==> src/common/debug_defines.svh <==
`ifndef DEBUG_DEFINES_SVH
`define DEBUG_DEFINES_SVH

`define BAUD_DIVISOR     2      // Clocks per oversampling tick
`define OVERSAMPLE       16     // Ticks per serial bit

`define IF_ID_WIDTH      32
`define MEM_WB_WIDTH     71

`define IMEM_ADDR_WIDTH  6
`define INSTR_WIDTH      32

`define TX_FIFO_DEPTH    16     // Must be a power of two

`define OP_DUMP_IF_ID    8'h01
`define OP_DUMP_MEM_WB   8'h05
`define OP_LOAD          8'h07
`define OP_CONT          8'h08
`define OP_STEP_MODE     8'h09
`define OP_STEP          8'h0A

`define ACK_BYTE         8'h52  // ASCII 'R'

`endif

==> src/common/uart_pkg.sv <==
`default_nettype none

package uart_pkg;

    // Frame position, shared by the receiver and the transmitter
    typedef enum logic [2:0] {
        IDLE  = 3'd0,
        START = 3'd1,
        DATA  = 3'd2,
        STOP  = 3'd3
    } uart_state_t;

endpackage

`default_nettype wire

==> src/common/debug_pkg.sv <==
`default_nettype none

`include "debug_defines.svh"

package debug_pkg;

    typedef enum logic [7:0] {
        CMD_DUMP_IF_ID  = `OP_DUMP_IF_ID,
        CMD_DUMP_MEM_WB = `OP_DUMP_MEM_WB,
        CMD_LOAD        = `OP_LOAD,
        CMD_CONT        = `OP_CONT,
        CMD_STEP_MODE   = `OP_STEP_MODE,
        CMD_STEP        = `OP_STEP
    } cmd_t;

    typedef enum logic [2:0] {
        IDLE       = 3'd0,
        DUMP_BYTE  = 3'd1,  // Push one snapshot byte
        DUMP_WAIT  = 3'd2,  // FIFO full, hold the byte
        LOAD_COUNT = 3'd3,  // Expect the word count
        LOAD_BYTE  = 3'd4,  // Expect instruction bytes
        ACK        = 3'd5,
        STEP       = 3'd6
    } ctrl_state_t;

    typedef logic [`IF_ID_WIDTH-1:0]  if_id_t;
    typedef logic [`MEM_WB_WIDTH-1:0] mem_wb_t;

    // Widest latch rounded up to whole bytes
    typedef logic [((`MEM_WB_WIDTH + 7) / 8) * 8 - 1:0] dump_snap_t;

endpackage

`default_nettype wire

==> src/uart/uart_baud_gen.sv <==
`timescale 1ns/100ps
`default_nettype none

`include "debug_defines.svh"

module uart_baud_gen (
    input  wire  i_clk,
    input  wire  i_reset,
    output logic o_tick
);

    localparam int CNT_W = $clog2(`BAUD_DIVISOR + 1);

    logic [CNT_W-1:0] count;

    always_ff @(posedge i_clk or posedge i_reset) begin
        if (i_reset) begin
            count  <= '0;
            o_tick <= 1'b0;
        end else if (count == CNT_W'(`BAUD_DIVISOR - 1)) begin
            count  <= '0;
            o_tick <= 1'b1;         // One clock wide
        end else begin
            count  <= count + 1'b1;
            o_tick <= 1'b0;
        end
    end

endmodule

`default_nettype wire

==> src/uart/uart_rx.sv <==
`timescale 1ns/100ps
`default_nettype none

`include "debug_defines.svh"

module uart_rx
    import uart_pkg::*;
(
    input  wire        i_clk,
    input  wire        i_reset,
    input  wire        i_tick,
    input  wire        i_rx,
    output logic [7:0] o_data,
    output logic       o_valid
);

    localparam int TICK_W = $clog2(`OVERSAMPLE);

    uart_state_t       state;
    logic              rx_meta;
    logic              rx_sync;
    logic [TICK_W-1:0] tick_cnt;
    logic [2:0]        bit_cnt;
    logic [7:0]        shift;
    logic              half_bit;
    logic              full_bit;

    assign half_bit = i_tick && (tick_cnt == TICK_W'(`OVERSAMPLE / 2 - 1));
    assign full_bit = i_tick && (tick_cnt == TICK_W'(`OVERSAMPLE - 1));

    always_ff @(posedge i_clk or posedge i_reset) begin
        if (i_reset) begin
            rx_meta  <= 1'b1;       // Line idles high
            rx_sync  <= 1'b1;
            state    <= IDLE;
            tick_cnt <= '0;
            bit_cnt  <= '0;
            o_valid  <= 1'b0;
        end else begin
            rx_meta <= i_rx;
            rx_sync <= rx_meta;
            o_valid <= 1'b0;
            case (state)
                IDLE: begin
                    if (!rx_sync) begin
                        tick_cnt <= '0;
                        state    <= START;
                    end
                end
                START: begin
                    if (half_bit) begin
                        tick_cnt <= '0;
                        bit_cnt  <= '0;
                        state    <= rx_sync ? IDLE : DATA;  // Glitch returns to idle
                    end else if (i_tick) begin
                        tick_cnt <= tick_cnt + 1'b1;
                    end
                end
                DATA: begin
                    if (full_bit) begin
                        tick_cnt <= '0;
                        bit_cnt  <= bit_cnt + 1'b1;
                        if (bit_cnt == 3'd7)
                            state <= STOP;
                    end else if (i_tick) begin
                        tick_cnt <= tick_cnt + 1'b1;
                    end
                end
                STOP: begin
                    if (full_bit) begin
                        o_valid <= rx_sync;  // Framing error drops the byte
                        state   <= IDLE;
                    end else if (i_tick) begin
                        tick_cnt <= tick_cnt + 1'b1;
                    end
                end
                default: state <= IDLE;
            endcase
        end
    end

    always_ff @(posedge i_clk) begin
        if (state == DATA && full_bit)
            shift <= {rx_sync, shift[7:1]};  // LSB arrives first
        if (state == STOP && full_bit)
            o_data <= shift;
    end

endmodule

`default_nettype wire

==> src/uart/uart_tx.sv <==
`timescale 1ns/100ps
`default_nettype none

`include "debug_defines.svh"

module uart_tx
    import uart_pkg::*;
(
    input  wire        i_clk,
    input  wire        i_reset,
    input  wire        i_tick,
    input  wire        i_empty,
    input  wire  [7:0] i_data,
    output logic       o_pop,
    output logic       o_tx
);

    localparam int TICK_W = $clog2(`OVERSAMPLE);

    uart_state_t       state;
    logic [TICK_W-1:0] tick_cnt;
    logic [2:0]        bit_cnt;
    logic [7:0]        shift;
    logic              bit_done;

    assign bit_done = i_tick && (tick_cnt == TICK_W'(`OVERSAMPLE - 1));
    assign o_pop    = (state == IDLE) && !i_empty;  // Head byte taken as the frame starts

    always_comb begin
        case (state)
            START:   o_tx = 1'b0;
            DATA:    o_tx = shift[0];
            default: o_tx = 1'b1;
        endcase
    end

    always_ff @(posedge i_clk or posedge i_reset) begin
        if (i_reset) begin
            state    <= IDLE;
            tick_cnt <= '0;
            bit_cnt  <= '0;
        end else begin
            case (state)
                IDLE: begin
                    if (!i_empty) begin
                        tick_cnt <= '0;
                        state    <= START;
                    end
                end
                START: begin
                    if (bit_done) begin
                        tick_cnt <= '0;
                        bit_cnt  <= '0;
                        state    <= DATA;
                    end else if (i_tick) begin
                        tick_cnt <= tick_cnt + 1'b1;
                    end
                end
                DATA: begin
                    if (bit_done) begin
                        tick_cnt <= '0;
                        bit_cnt  <= bit_cnt + 1'b1;
                        if (bit_cnt == 3'd7)
                            state <= STOP;
                    end else if (i_tick) begin
                        tick_cnt <= tick_cnt + 1'b1;
                    end
                end
                STOP: begin
                    if (bit_done)
                        state <= IDLE;
                    else if (i_tick)
                        tick_cnt <= tick_cnt + 1'b1;
                end
                default: state <= IDLE;
            endcase
        end
    end

    always_ff @(posedge i_clk) begin
        if (o_pop)
            shift <= i_data;
        else if (state == DATA && bit_done)
            shift <= shift >> 1;
    end

endmodule

`default_nettype wire

==> src/source/tx_fifo.sv <==
`timescale 1ns/100ps
`default_nettype none

`include "debug_defines.svh"

module tx_fifo (
    input  wire        i_clk,
    input  wire        i_reset,
    input  wire        i_push,
    input  wire  [7:0] i_data,
    input  wire        i_pop,
    output logic [7:0] o_data,
    output logic       o_full,
    output logic       o_empty
);

    localparam int ADDR_W = $clog2(`TX_FIFO_DEPTH);

    logic [7:0]      mem [`TX_FIFO_DEPTH];
    logic [ADDR_W:0] wr_ptr;    // Extra MSB tells full from empty
    logic [ADDR_W:0] rd_ptr;
    logic            do_push;
    logic            do_pop;

    assign do_push = i_push && !o_full;
    assign do_pop  = i_pop && !o_empty;

    assign o_empty = (wr_ptr == rd_ptr);
    assign o_full  = (wr_ptr[ADDR_W] != rd_ptr[ADDR_W])
                  && (wr_ptr[ADDR_W-1:0] == rd_ptr[ADDR_W-1:0]);
    assign o_data  = mem[rd_ptr[ADDR_W-1:0]];

    always_ff @(posedge i_clk or posedge i_reset) begin
        if (i_reset) begin
            wr_ptr <= '0;
            rd_ptr <= '0;
        end else begin
            if (do_push)
                wr_ptr <= wr_ptr + 1'b1;
            if (do_pop)
                rd_ptr <= rd_ptr + 1'b1;
        end
    end

    always_ff @(posedge i_clk) begin
        if (do_push)
            mem[wr_ptr[ADDR_W-1:0]] <= i_data;
    end

endmodule

`default_nettype wire

==> src/source/debug_ctrl.sv <==
`timescale 1ns/100ps
`default_nettype none

`include "debug_defines.svh"

module debug_ctrl
    import debug_pkg::*;
(
    input  wire                         i_clk,
    input  wire                         i_reset,
    input  wire                         i_rx_valid,
    input  wire  [7:0]                  i_rx_data,
    input  wire  if_id_t                i_if_id,
    input  wire  mem_wb_t               i_mem_wb,
    input  wire                         i_fifo_full,
    output logic                        o_fifo_push,
    output logic [7:0]                  o_fifo_data,
    output logic                        o_imem_we,
    output logic [`IMEM_ADDR_WIDTH-1:0] o_imem_addr,
    output logic [`INSTR_WIDTH-1:0]     o_imem_data,
    output logic                        o_cpu_enable,
    output logic                        o_step_mode
);

    localparam int IF_ID_BYTES  = (`IF_ID_WIDTH + 7) / 8;
    localparam int MEM_WB_BYTES = (`MEM_WB_WIDTH + 7) / 8;
    localparam int SNAP_WIDTH   = $bits(dump_snap_t);

    ctrl_state_t             state;
    cmd_t                    cmd;
    dump_snap_t              snap;
    logic [3:0]              dump_left;     // Bytes still to push
    logic [1:0]              byte_idx;
    logic [7:0]              word_left;
    logic [`INSTR_WIDTH-1:0] load_word;
    logic                    loading;
    logic                    step_mode;
    logic                    step_pulse;

    assign cmd = cmd_t'(i_rx_data);

    always_ff @(posedge i_clk or posedge i_reset) begin
        if (i_reset) begin
            state       <= IDLE;
            dump_left   <= '0;
            byte_idx    <= '0;
            word_left   <= '0;
            loading     <= 1'b0;
            step_mode   <= 1'b0;
            step_pulse  <= 1'b0;
            o_imem_we   <= 1'b0;
            o_imem_addr <= '0;
        end else begin
            step_pulse <= 1'b0;
            o_imem_we  <= 1'b0;
            if (o_imem_we)
                o_imem_addr <= o_imem_addr + 1'b1;
            case (state)
                IDLE: begin
                    if (i_rx_valid) begin
                        case (cmd)
                            CMD_DUMP_IF_ID: begin
                                dump_left <= 4'(IF_ID_BYTES);
                                state     <= DUMP_BYTE;
                            end
                            CMD_DUMP_MEM_WB: begin
                                dump_left <= 4'(MEM_WB_BYTES);
                                state     <= DUMP_BYTE;
                            end
                            CMD_LOAD: begin
                                loading     <= 1'b1;    // CPU halted until the ACK
                                o_imem_addr <= '0;
                                state       <= LOAD_COUNT;
                            end
                            CMD_CONT:      step_mode <= 1'b0;
                            CMD_STEP_MODE: step_mode <= 1'b1;
                            CMD_STEP:      state <= STEP;
                            default:       state <= IDLE;
                        endcase
                    end
                end
                DUMP_BYTE: begin
                    if (i_fifo_full) begin
                        state <= DUMP_WAIT;
                    end else begin
                        dump_left <= dump_left - 1'b1;
                        if (dump_left == 4'd1)
                            state <= ACK;
                    end
                end
                DUMP_WAIT: begin
                    if (!i_fifo_full)
                        state <= DUMP_BYTE;
                end
                LOAD_COUNT: begin
                    if (i_rx_valid) begin
                        word_left <= i_rx_data;
                        byte_idx  <= '0;
                        state     <= (i_rx_data == 8'd0) ? ACK : LOAD_BYTE;
                    end
                end
                LOAD_BYTE: begin
                    if (i_rx_valid) begin
                        byte_idx <= byte_idx + 1'b1;
                        if (byte_idx == 2'd3) begin
                            o_imem_we <= 1'b1;  // Word complete in load_word
                            word_left <= word_left - 1'b1;
                            if (word_left == 8'd1)
                                state <= ACK;
                        end
                    end
                end
                ACK: begin
                    if (!i_fifo_full) begin
                        loading <= 1'b0;
                        state   <= IDLE;
                    end
                end
                STEP: begin
                    step_pulse <= step_mode;
                    state      <= IDLE;
                end
                default: state <= IDLE;
            endcase
        end
    end

    // Snapshot taken once so the reply reflects a single cycle
    always_ff @(posedge i_clk) begin
        if (state == IDLE && i_rx_valid && cmd == CMD_DUMP_IF_ID)
            snap <= {{(SNAP_WIDTH - `IF_ID_WIDTH){1'b0}}, i_if_id};
        else if (state == IDLE && i_rx_valid && cmd == CMD_DUMP_MEM_WB)
            snap <= {{(SNAP_WIDTH - `MEM_WB_WIDTH){1'b0}}, i_mem_wb};
        else if (state == DUMP_BYTE && o_fifo_push)
            snap <= snap >> 8;
        if (state == LOAD_BYTE && i_rx_valid)
            load_word <= {i_rx_data, load_word[`INSTR_WIDTH-1:8]};  // Little-endian
    end

    assign o_fifo_push  = (state == DUMP_BYTE || state == ACK) && !i_fifo_full;
    assign o_fifo_data  = (state == ACK) ? `ACK_BYTE : snap[7:0];
    assign o_imem_data  = load_word;
    assign o_step_mode  = step_mode;
    assign o_cpu_enable = !loading && (!step_mode || step_pulse);

endmodule

`default_nettype wire

==> src/source/debug_unit.sv <==
`timescale 1ns/100ps
`default_nettype none

`include "debug_defines.svh"

module debug_unit
    import debug_pkg::*;
(
    input  wire                         i_clk,
    input  wire                         i_reset,
    input  wire                         i_uart_rx,
    output wire                         o_uart_tx,
    input  wire  if_id_t                i_if_id,
    input  wire  mem_wb_t               i_mem_wb,
    output wire                         o_imem_we,
    output wire  [`IMEM_ADDR_WIDTH-1:0] o_imem_addr,
    output wire  [`INSTR_WIDTH-1:0]     o_imem_data,
    output wire                         o_cpu_enable,
    output wire                         o_step_mode
);

    wire       tick;
    wire [7:0] rx_data;
    wire       rx_valid;
    wire       fifo_push;
    wire [7:0] fifo_wdata;
    wire       fifo_full;
    wire       fifo_empty;
    wire [7:0] fifo_head;
    wire       fifo_pop;

    uart_baud_gen u_baud_gen (
        .i_clk   (i_clk),
        .i_reset (i_reset),
        .o_tick  (tick)
    );

    uart_rx u_uart_rx (
        .i_clk   (i_clk),
        .i_reset (i_reset),
        .i_tick  (tick),
        .i_rx    (i_uart_rx),
        .o_data  (rx_data),
        .o_valid (rx_valid)
    );

    debug_ctrl u_debug_ctrl (
        .i_clk        (i_clk),
        .i_reset      (i_reset),
        .i_rx_valid   (rx_valid),
        .i_rx_data    (rx_data),
        .i_if_id      (i_if_id),
        .i_mem_wb     (i_mem_wb),
        .i_fifo_full  (fifo_full),
        .o_fifo_push  (fifo_push),
        .o_fifo_data  (fifo_wdata),
        .o_imem_we    (o_imem_we),
        .o_imem_addr  (o_imem_addr),
        .o_imem_data  (o_imem_data),
        .o_cpu_enable (o_cpu_enable),
        .o_step_mode  (o_step_mode)
    );

    tx_fifo u_tx_fifo (
        .i_clk   (i_clk),
        .i_reset (i_reset),
        .i_push  (fifo_push),
        .i_data  (fifo_wdata),
        .i_pop   (fifo_pop),
        .o_data  (fifo_head),
        .o_full  (fifo_full),
        .o_empty (fifo_empty)
    );

    uart_tx u_uart_tx (
        .i_clk   (i_clk),
        .i_reset (i_reset),
        .i_tick  (tick),
        .i_empty (fifo_empty),
        .i_data  (fifo_head),
        .o_pop   (fifo_pop),
        .o_tx    (o_uart_tx)
    );

endmodule

`default_nettype wire

==> config.mk <==
export PLATFORM = sky130hd
export DESIGN_NAME = debug_unit
export DESIGN_NICKNAME = d
export VERILOG_FILES = /design/src/common/uart_pkg.sv /design/src/common/debug_pkg.sv /design/src/uart/uart_baud_gen.sv /design/src/uart/uart_rx.sv /design/src/uart/uart_tx.sv /design/src/source/tx_fifo.sv /design/src/source/debug_ctrl.sv /design/src/source/debug_unit.sv
export VERILOG_INCLUDE_DIRS = /design/src /design/src/common
export SDC_FILE = /design/constraint.sdc
export NUM_CORES = 1
export LEC_CHECK = 0
export BUFFER_PORTS_ARGS = -buffer_cell sky130_fd_sc_hd__buf_2
export CAP_MARGIN = 20
export CORE_MARGIN = 2
export CORE_UTILIZATION = 50
export DETAILED_ROUTE_END_ITERATION = 10
export GPL_ROUTABILITY_DRIVEN = 0
export PLACE_DENSITY = 0.7
export SYNTH_ARGS = -nofsm -noshare
export SYNTH_HDL_FRONTEND = slang
export SYNTH_HIERARCHICAL = 1
export SYNTH_SLANG_ARGS = --single-unit
==> constraint.sdc <==
create_clock -name i_clk -period 5.3 [get_ports i_clk]
set_clock_uncertainty 0.1 [all_clocks]
set_input_delay 0.53 -clock i_clk [delete_from_list [all_inputs] [get_ports i_clk]]
set_output_delay 0.53 -clock i_clk [all_outputs]
set_load 0.01 [all_outputs]
## After elaboration in Yosys (flattened, before gate mapping)

Memory sizes are Yosys's and may differ from the RTL's.
Cells that the tools add are included.

| cells by class | value |
|---|---|
| reduce and logical (&&, ||, !) cells | 53 |
| multiplexer cells | 78 |
| add/sub/neg operators | 11 |
| eq/ne operators | 54 |

Operators by type and width:

| cell | number |
|---|---|
| $mux W71 | 2 |
| $mux W3 | 22 |
| $mux W8 | 6 |
| $mux W4 | 11 |
| $pmux W3 S4 | 3 |
| $mux W32 | 1 |
| $eq A8 B4 Y1 const B | 3 |
| $mux W6 | 4 |
| $ne A2 B2 Y1 const B | 12 |
| $ne A2 B1 Y1 const B | 10 |
| $eq A3 B2 Y1 const B | 6 |
| $pmux W3 S6 | 1 |
| $reduce_and A3 Y1 | 6 |
| $logic_and A1 B1 Y1 | 17 |
| $eq A8 B1 Y1 const B | 2 |
| $eq A8 B3 Y1 const B | 2 |
| $pmux W4 S2 | 2 |
| $pmux W4 S4 | 1 |
| $pmux W8 S2 | 1 |
| $reduce_bool A2 Y1 | 8 |
| $eq A3 B3 Y1 const B | 5 |
| $mux W1 | 13 |
| $pmux W3 S2 | 2 |
| $pmux W4 S3 | 1 |
| other kinds (31) | 55 |

| storage, ports and cells | value |
|---|---|
| memories kept | 1 |
| bits in writable memories | 128 |
| bits in registers | 190 |

Memories:

| name | depth | width | rd ports | clocked after Yosys merged registers in | wr ports | line | text |
|---|---|---|---|---|---|---|---|
| u_tx_fifo.mem | 16 | 8 | 1 | 0 | 1 | tx_fifo.sv:19 | `` logic [7:0] mem [`TX_FIFO_DEPTH]; `` |

## Depth between registers and ports, before layout

Gate-level depths: netlist (run 1).

| logic depth | value |
|---|---|
| depth after elaboration | 8 |
| mapped depth | 12 |
| depth with buffers taken out | 9 |

## By module

Netlist (run 1), hierarchy kept.

Modules (own cells, without submodules):

| module | times used | seq. area each (µm²) | area an instance (µm²) | cells an instance |
|---|---|---|---|---|
| debug_ctrl | 1 | 3378.2 | 5926.9 | 585 |
| tx_fifo | 1 | 4093.9 | 5569.1 | 284 |
| uart_rx | 1 | 783.3 | 1119.8 | 85 |
| uart_tx | 1 | 465.4 | 967.2 | 83 |
| uart_baud_gen | 1 | 75.1 | 97.6 | 7 |

## Worst setup path before layout (run 1)

No wires, ideal clock.

| path | value |
|---|---|
| path kind | reg2reg |
| start point | register u_tx_fifo.wr_ptr[4] |
| end point | register u_debug_ctrl.snap[0] (enable) |
| period minus slack after synthesis | 3.066 ns |
| path buffers | 2 |
| stages on the path, launching flop included | 10 |
| slack | 2.234 ns |
| arrival time | 2.589 ns |
| path through | dfrtp_1 xnor2_1 nor2_1 clkbuf_1 or3b_2 inv_1 nand2_1 and2_4 inv_1 buf_2 |

| between the ends | value |
|---|---|
| word-level cells in the longest chain between the ends | 6 |

Ends and longest elaborated chain:

| item | line | text |
|---|---|---|
| start: declaration | tx_fifo.sv:20 | `logic [ADDR_W:0] wr_ptr;` |
| start signal: assignment | tx_fifo.sv:39 | `wr_ptr <= wr_ptr + 1'b1;` |
| $ne A1 B1 Y1 | tx_fifo.sv:29 | `assign o_full = (wr_ptr[ADDR_W] != rd_ptr[ADDR_W])` |
| $logic_and A1 B1 Y1 | tx_fifo.sv:30 | `&& (wr_ptr[ADDR_W-1:0] == rd_ptr[ADDR_W-1:0]);` |
| net fifo_full | debug_unit.sv:27 | `wire fifo_full;` |
| $logic_not A1 Y1 | - |  |
| $logic_and A1 B1 Y1 | debug_ctrl.sv:140 | `assign o_fifo_push = (state == DUMP_BYTE \|\| state == ACK) && !i_fifo_full;` |
| net fifo_push | debug_unit.sv:25 | `wire fifo_push;` |
| $logic_and A1 B1 Y1 | debug_ctrl.sv:134 | `else if (state == DUMP_BYTE && o_fifo_push)` |
| $reduce_bool A3 Y1 (no line) | - |  |
| end signal: assignment | debug_ctrl.sv:131 | `` snap <= {{(SNAP_WIDTH - `IF_ID_WIDTH){1'b0}}, i_if_id}; `` |
| end signal: assignment | debug_ctrl.sv:133 | `` snap <= {{(SNAP_WIDTH - `MEM_WB_WIDTH){1'b0}}, i_mem_wb}; `` |
| end signal: assignment | debug_ctrl.sv:135 | `snap <= snap >> 8;` |
| end: declaration | debug_ctrl.sv:31 | `dump_snap_t snap;` |

The timed path passes the listed nets, and every way through them passes these cells.
A chain may end at the register's enable or synchronous reset.

## Worst setup path in the final report (run 1)

| path | value |
|---|---|
| start point | register u_tx_fifo.rd_ptr[2] |
| end point | register u_debug_ctrl.snap[4] (enable) |

| between the ends | value |
|---|---|
| word-level cells in the longest chain between the ends | 6 |

Ends and longest elaborated chain:

| item | line | text |
|---|---|---|
| start: declaration | tx_fifo.sv:21 | `logic [ADDR_W:0] rd_ptr;` |
| start signal: assignment | tx_fifo.sv:41 | `rd_ptr <= rd_ptr + 1'b1;` |
| $eq A4 B4 Y1 | tx_fifo.sv:30 |  |
| $logic_and A1 B1 Y1 | tx_fifo.sv:30 |  |
| net fifo_full | debug_unit.sv:27 |  |
| $logic_not A1 Y1 | - |  |
| $logic_and A1 B1 Y1 | debug_ctrl.sv:140 |  |
| net fifo_push | debug_unit.sv:25 |  |
| $logic_and A1 B1 Y1 | debug_ctrl.sv:134 |  |
| $reduce_bool A3 Y1 (no line) | - |  |

The timed path passes the listed nets, and every way through them passes these cells.

==> results of run 1 <==
cell usage after synthesis, drive strengths merged, types with 7 or more instances:
library cell | instances | area [µm²]
nand3 | 22 | 115
ha | 23 | 288
a211oi | 11 | 82.6
mux2 | 14 | 161
nor2b | 9 | 56.3
nor3 | 9 | 50.1
nor2 | 89 | 334
a21oi | 25 | 125
a32oi | 9 | 78.8
dfrtp | 59 | 1480
a22oi | 35 | 263
a22o | 10 | 87.6
clkbuf | 29 | 110
mux2i | 9 | 90.1
dfxtp | 39 | 781
nand2b | 7 | 43.8
nand2 | 113 | 424
xnor2 | 13 | 114
and2 | 11 | 71.3
a31oi | 42 | 263
nand4 | 12 | 81.3
or3b | 7 | 61.3
buf | 30 | 199
edfxtp | 216 | 6490
mux4 | 32 | 747
inv | 47 | 176
o21ai | 53 | 265
critical path, stage by stage (launching register included):
cell and delay, ns:
dfrtp_1 0.32, buf_4 0.41, xnor2_1 0.13, nand4_2 0.29
nor2_1 0.10, or3b_2 0.48, inv_1 0.21, nand2_1 0.33
and2_4 0.31, inv_1 0.13, buf_4 0.46
registers in the layout (all words and copies together) (netlist names), 2 cells and up:
signal                    flops
u_baud_gen/count              2
u_debug_ctrl/byte_idx         2
u_debug_ctrl/dump_left        4
u_debug_ctrl/o_imem_addr      6
u_debug_ctrl/o_imem_data     32
u_debug_ctrl/snap            71
u_debug_ctrl/state            3
u_debug_ctrl/word_left        8
u_tx_fifo/mem               128
u_tx_fifo/rd_ptr              5
u_tx_fifo/wr_ptr              5
u_uart_rx/bit_cnt             3
u_uart_rx/o_data              8
u_uart_rx/shift               8
u_uart_rx/state               2
u_uart_rx/tick_cnt            4
u_uart_tx/bit_cnt             3
u_uart_tx/shift               8
u_uart_tx/state               2
u_uart_tx/tick_cnt            4
repair_timing:
item                                   4_1_cts  5_1_grt
hold buffers                                 1        0
endpoints found under the hold margin       25        0
buffers inserted                             0        0
worst paths after layout:
path,from,end,slack (ns),depth (start not counted)
setup / recovery,u_tx_fifo/rd_ptr[2],u_debug_ctrl/snap[4],1.59,10
hold / removal,i_uart_rx,u_uart_rx/rx_meta,0.04,1
setup reg to reg,u_tx_fifo/rd_ptr[2],u_debug_ctrl/snap[4],1.59,10
hold reg to reg,u_uart_rx/rx_meta,u_uart_rx/rx_sync,0.26,0
max in group asynchronous,i_reset,u_debug_ctrl/word_left[3],4.03,4
min in group asynchronous,i_reset,u_baud_gen/o_tick,0.45,3
area by class of cell:
| type | instances | share of cell area, % |
|---|---|---|
| tap | 341 | 2.70 |
| timing repair buffer | 163 | 5.55 |
| clock buffer | 47 | 6.35 |
| multi-input combinational | 622 | 27.8 |
| clock inverter | 13 | 0.823 |
| inverter | 47 | 1.12 |
| sequential | 316 | 55.6 |
logic make-up (layout without fill, tap and decap cells):
logic type,count (synthesis),after routing
AOI/OAI and AO/OA,221,221
buffers and inverters,106,270
muxes,55,55
adders and majority gates,23,23
xor gates and xnor gates,17,17
and+or+nand+nor,306,306
DFF,316,316
power by group through the flow:
stage | Combinational, µW | Sequential, µW | Clock, µW
after floorplan | 219 | 2740 | 0
after global placement | 286 | 2760 | 0
after detailed placement | 295 | 2770 | 0
after CTS | 298 | 2720 | 2410
after global routing | 326 | 2730 | 2510
final | 294 | 2720 | 2360
metal layers:
layer | vias to the layer above | GRT usage, % | wire, µm
met5 | - | 0 | 0
met2 | 341 | 31.1 | 13200
met4 | 0 | 5.87 | 589
met1 | 4345 | 28.4 | 12700
met3 | 43 | 3.64 | 1900
li1 | 4217 | - | -
per-stage QoR:
stage | setup slack [ns] | power [µW] | cell area, µm² | util (%)
global route | 1.33 | 5560 | 15800 | 58.8
CTS | 1.60 | 5420 | 15800 | 58.7
floorplan | 2.23 | 2960 | 13700 | -
detailed placement | 1.62 | 3060 | 14600 | 54.5
finish | 1.59 | 5370 | 15800 | 58.8
global placement | 1.69 | 3050 | 14600 | 54.4
==> impl_metrics.csv, run 1 <==
group,metric,value,unit
outcome,outcome,"finished, final reports clean",
floorplan,start_util,50.9,%
cells_and_area,layout_common_cells,"edfxtp_1, buf_2, nand2_1",
timing,finalHoldViolCount,0,
global_route,grt_pass1_vias,8441,
clocking,path_clk_slew,0.06,ns
cells_and_area,fin_cells,1549,
floorplan,dieWidth,169,µm
drt,drtIter0Drc,758,
drt,via_per_inst,5.78,
pwr,p_leak,0.00610,µW
floorplan,io_pins,148,
clocking,root_buffer,"clkbuf_16",
timing,period_minus_slack,3.71,ns
pwr,p_clk_share,43.9,%
timing,finalCritPeriodShare,70.0,%
cells_and_area,multiInputGateArea,0.00440,mm²
yosys,synthSimpleGateAreaFrac,11.0,%
clocking,cts.sinks,316,
clocking,ctsResizeCount,0,
global_route,grt-ovfl-total,0,
yosys,ys_types,75,
yosys,synthAdderAreaFrac,2.10,%
global_route,grt_pass1_wl,45000,µm
pwr,intPower,4220,µW
drt,first_pass_iters,5,
setup_path,worstPathArrival,3.75,ns
setup_path,required,5.34,ns
clocking,htree_levels,2,
clocking,cts_tree,"yes",
yosys,synth_cells,1044,
timing,rsz0062_at_grt,"no",
cells_and_area,nets,1314,
yosys,yosysSeqAreaShare,64.3,%
pwr,power_frac_comb,5.5,%
setup_path,startpoint_type,"flop",
yosys,ys_seq_elements,316,
setup_path,crit_type,"flop to flop",
global_route,grt_start_max_net_pins,65,
yosys,synth_edf_count,216,
pwr,p_per_area,340,mW/mm²
drt,drt-wirelength-per-cell,18.3,µm
yosys,ys_async_sr_fraction,19.3,%
cells_and_area,seqCellArea,0.00880,mm²
timing,finalSetupViolations,0,
pwr,ir_drop,199,µV
setup_path,crit_path_max_fanout,48,
yosys,muxShareOfSynthArea,7.30,%
yosys,yosys_warnings,6,
clocking,worstSkewPairLatency,0.51,ns
global_route,antenna_found_initial,0,
floorplan,fp-row-count,60,
cells_and_area,layout_commonest_cell,"edfxtp_1",
cells_and_area,antenna_cells,0,
drt,ant_nets,0,
place,place_hpwl,18800,µm
yosys,synth_compound_area_share,10.7,%
yosys,syn-num-nets,1173,
pwr,switching_share,21.5,%
yosys,synth_top_family_by_area,"simple AND/OR/NAND/NOR gates",
timing,max_freq,269,MHz
setup_path,end_kind,"flop",
timing,hold_ws,0.0446,ns
pwr,p_sw,1150,µW
drt,routed-via-count,8946,
global_route,grt_usage,19.8,%
timing,drv_slew,0,
pwr,power_frac_seq,50.6,%
place,numPortBuffers,147,
job,maxCapViolCount,0,
floorplan,die_y,169,µm
clocking,clockBufferDepth,3,
worst_hold_path,min-delay-path-class,"input pin to flop",
cells_and_area,fill_cells,2123,
floorplan,core,0.0269,mm²
yosys,synth_ff_type,"edfxtp_1",
timing,worstMarginPinSlew,0.934,ns
yosys,syn_area_per_cell,13.1,µm²
yosys,netlist_area,0.0137,mm²
floorplan,die_area,0.0287,mm²
yosys,synthXorXnorAreaFrac,1.09,%
cells_and_area,drive_above_1_share,22.7,%
timing,timing.setup.tns,0,ns
timing,maxSlewHeadroom,37.3,%
cells_and_area,area_delta_synth_final,15.6,%
place,dp_cells,1484,
drt,drc_errors,0,
drt,wl,28400,µm
clocking,cts_buffers,35,
Power figures use the tool's default switching activity.
==> inputs of run 2 (changes only) <==
--- a/config.mk
+++ b/config.mk
@@ -12,7 +12,7 @@
 export CORE_UTILIZATION = 50
 export DETAILED_ROUTE_END_ITERATION = 10
 export GPL_ROUTABILITY_DRIVEN = 0
-export PLACE_DENSITY = 0.7
+export PLACE_DENSITY = 0.72
 export SYNTH_ARGS = -nofsm -noshare
 export SYNTH_HDL_FRONTEND = slang
 export SYNTH_HIERARCHICAL = 1
==> constraint.sdc (replaced) <==
create_clock -name i_clk -period 3.4 [get_ports i_clk]
set_clock_uncertainty 0.1 [all_clocks]
set_input_delay 0.34 -clock i_clk [delete_from_list [all_inputs] [get_ports i_clk]]
set_output_delay 0.34 -clock i_clk [all_outputs]
set_load 0.01 [all_outputs]
==> impl_metrics.csv, run 2 (synthesized netlist as in run 1, its figures left out) <==
group,metric,value,unit
global_route,antenna_found_initial,0,
floorplan,die_y,169,µm
floorplan,io_pins,148,
drt,wl,30100,µm
global_route,grt_start_max_net_pins,66,
setup_path,required,3.53,ns
setup_path,cpMostUsedCell,"inv_1",
cells_and_area,largest_register_ffs,128,
pwr,p_sw,1750,µW
clocking,ctsResizeCount,0,
setup_path,startpoint_type,"flop",
cells_and_area,area_delta_synth_final,18.6,%
global_route,grt_usage,21.0,%
timing,period_minus_slack,2.99,ns
setup_path,path_buf_inv,4,
cells_and_area,stdcell_area,0.0162,mm²
timing,drv_slew,0,
timing,timing.setup.tns,0,ns
global_route,grt_pass1_wl,47700,µm
cells_and_area,layout_common_cells,"edfxtp_1, buf_2, nand2_1",
clocking,clockBufferDepth,3,
pwr,p_leak,0.00629,µW
setup_path,worstPathCellList,"xnor2_1 -> buf_4 -> nor2_1 -> or3b_2 -> inv_1 -> nand2_1 -> and2_4 -> inv_1 -> buf_12",
pwr,intPower,6300,µW
cells_and_area,final_util,60.4,%
pwr,p_clk_share,41.2,%
setup_path,crit_family,"simple AND/OR/NAND/NOR gates",
setup_path,cpMaxStageDelayCell,"or3b_2",
cells_and_area,nets,1367,
timing,finalHoldViolCount,0,
cells_and_area,layout_commonest_cell,"edfxtp_1",
clocking,htree_levels,1,
drt,drt-wirelength-per-cell,18.7,µm
clocking,root_buffer,"clkbuf_16",
timing,rsz0062_at_grt,"no",
place,place_hpwl,19300,µm
global_route,grt-ovfl-total,0,
setup_path,end_kind,"flop",
drt,routed-via-count,9217,
timing,finalCritPeriodShare,87.9,%
drt,first_pass_iters,5,
pwr,p_per_area,496,mW/mm²
clocking,cts.sinks,316,
worst_hold_path,min-delay-path-class,"input pin to flop",
global_route,grt_pass1_vias,8879,
floorplan,fp-row-count,60,
floorplan,die_area,0.0287,mm²
job,maxCapViolCount,0,
pwr,power_frac_comb,6.2,%
drt,drtIter0Drc,829,
drt,via_per_inst,5.75,
clocking,cts_tree,"yes",
clocking,path_clk_slew,0.06,ns
cells_and_area,fill_cells,2055,
floorplan,dieWidth,169,µm
drt,drc_errors,0,
pwr,switching_share,21.7,%
pwr,power_frac_seq,52.6,%
timing,hold_ws,0.0251,ns
cells_and_area,antenna_cells,0,
setup_path,crit_type,"flop to flop",
cells_and_area,drive_above_1_share,22.3,%
clocking,worstSkewPairLatency,0.56,ns
timing,maxSlewHeadroom,34.9,%
pwr,power,8050,µW
floorplan,core,0.0269,mm²
place,numPortBuffers,147,
outcome,outcome,"finished, final reports clean",
place,placed_area,0.0148,mm²
timing,finalSetupViolations,0,
clocking,postCtsSetupRepairBufs,0,
setup_path,crit_path_max_fanout,51,
floorplan,start_util,50.9,%
clocking,cts_buffers,31,
timing,worstMarginPinSlew,0.975,ns
pwr,ir_drop,324,µV
drt,ant_nets,0,
clocking,cts_hold_buf,41,
setup_path,worstPathArrival,3.12,ns
timing,max_freq,335,MHz
setup_path,slowest_delay,0.46,ns
[run 2: stage by stage]
step | std cells | setup slack [ns]
3_3_place_gp | 1504 | 0.544
6_report | 1604 | 0.412
3_5_place_dp | 1505 | 0.482
5_1_grt | 1604 | 0.205
2_1_floorplan | 1044 | 0.334
4_1_cts | 1604 | 0.415
[run 2: path summary, 6_finish.rpt]
kind                                     startpoint                     to  slack [ns]  cells past startpoint
worst min register to register    u_uart_rx/rx_meta      u_uart_rx/rx_sync        0.26                      0
worst min-delay path                    i_if_id[31]  u_debug_ctrl/snap[31]        0.03                      3
min in group asynchronous                   i_reset    u_baud_gen/count[1]        0.20                      3
max in group asynchronous                   i_reset      u_uart_rx/rx_sync        2.51                      3
worst max-delay path            u_tx_fifo/wr_ptr[4]  u_debug_ctrl/snap[10]        0.41                      9
worst max register to register  u_tx_fifo/wr_ptr[4]  u_debug_ctrl/snap[10]        0.41                      9
[run 2: worst register-to-register path: stages (launching register included)]
cell     delay, ns
dfrtp_1       0.43
xnor2_1       0.20
buf_4         0.18
nor2_1        0.06
or3b_2        0.46
inv_1         0.21
nand2_1       0.31
and2_4        0.30
inv_1         0.12
buf_12        0.26
[run 2: metal layers]
| layer | share of wire, % | GRT usage [%] |
|---|---|---|
| met5 | 0 | 0 |
| met4 | 2.1 | 5.72 |
| met3 | 6.9 | 3.75 |
| met2 | 49 | 34.8 |
| met1 | 42 | 28.7 |
[run 2: layout make-up]
class                      instances  area, µm²  area share [%]
timing repair buffer             220       1440            8.86
inverter                          47        176            1.09
tap                              341        427            2.63
clock inverter                    19        168            1.03
sequential                       316       8800            54.2
multi-input combinational        622       4400            27.1
clock buffer                      39        816            5.03
[run 2: power by group through the flow]
| stage | clock network, µW | registers (µW) | logic (µW) |
|---|---|---|---|
| global placement | 0 | 4310 | 447 |
| floorplan | 0 | 4270 | 341 |
| global route | 3520 | 4250 | 555 |
| CTS | 3380 | 4230 | 500 |
| finish | 3310 | 4230 | 498 |
| detailed placement | 0 | 4310 | 459 |
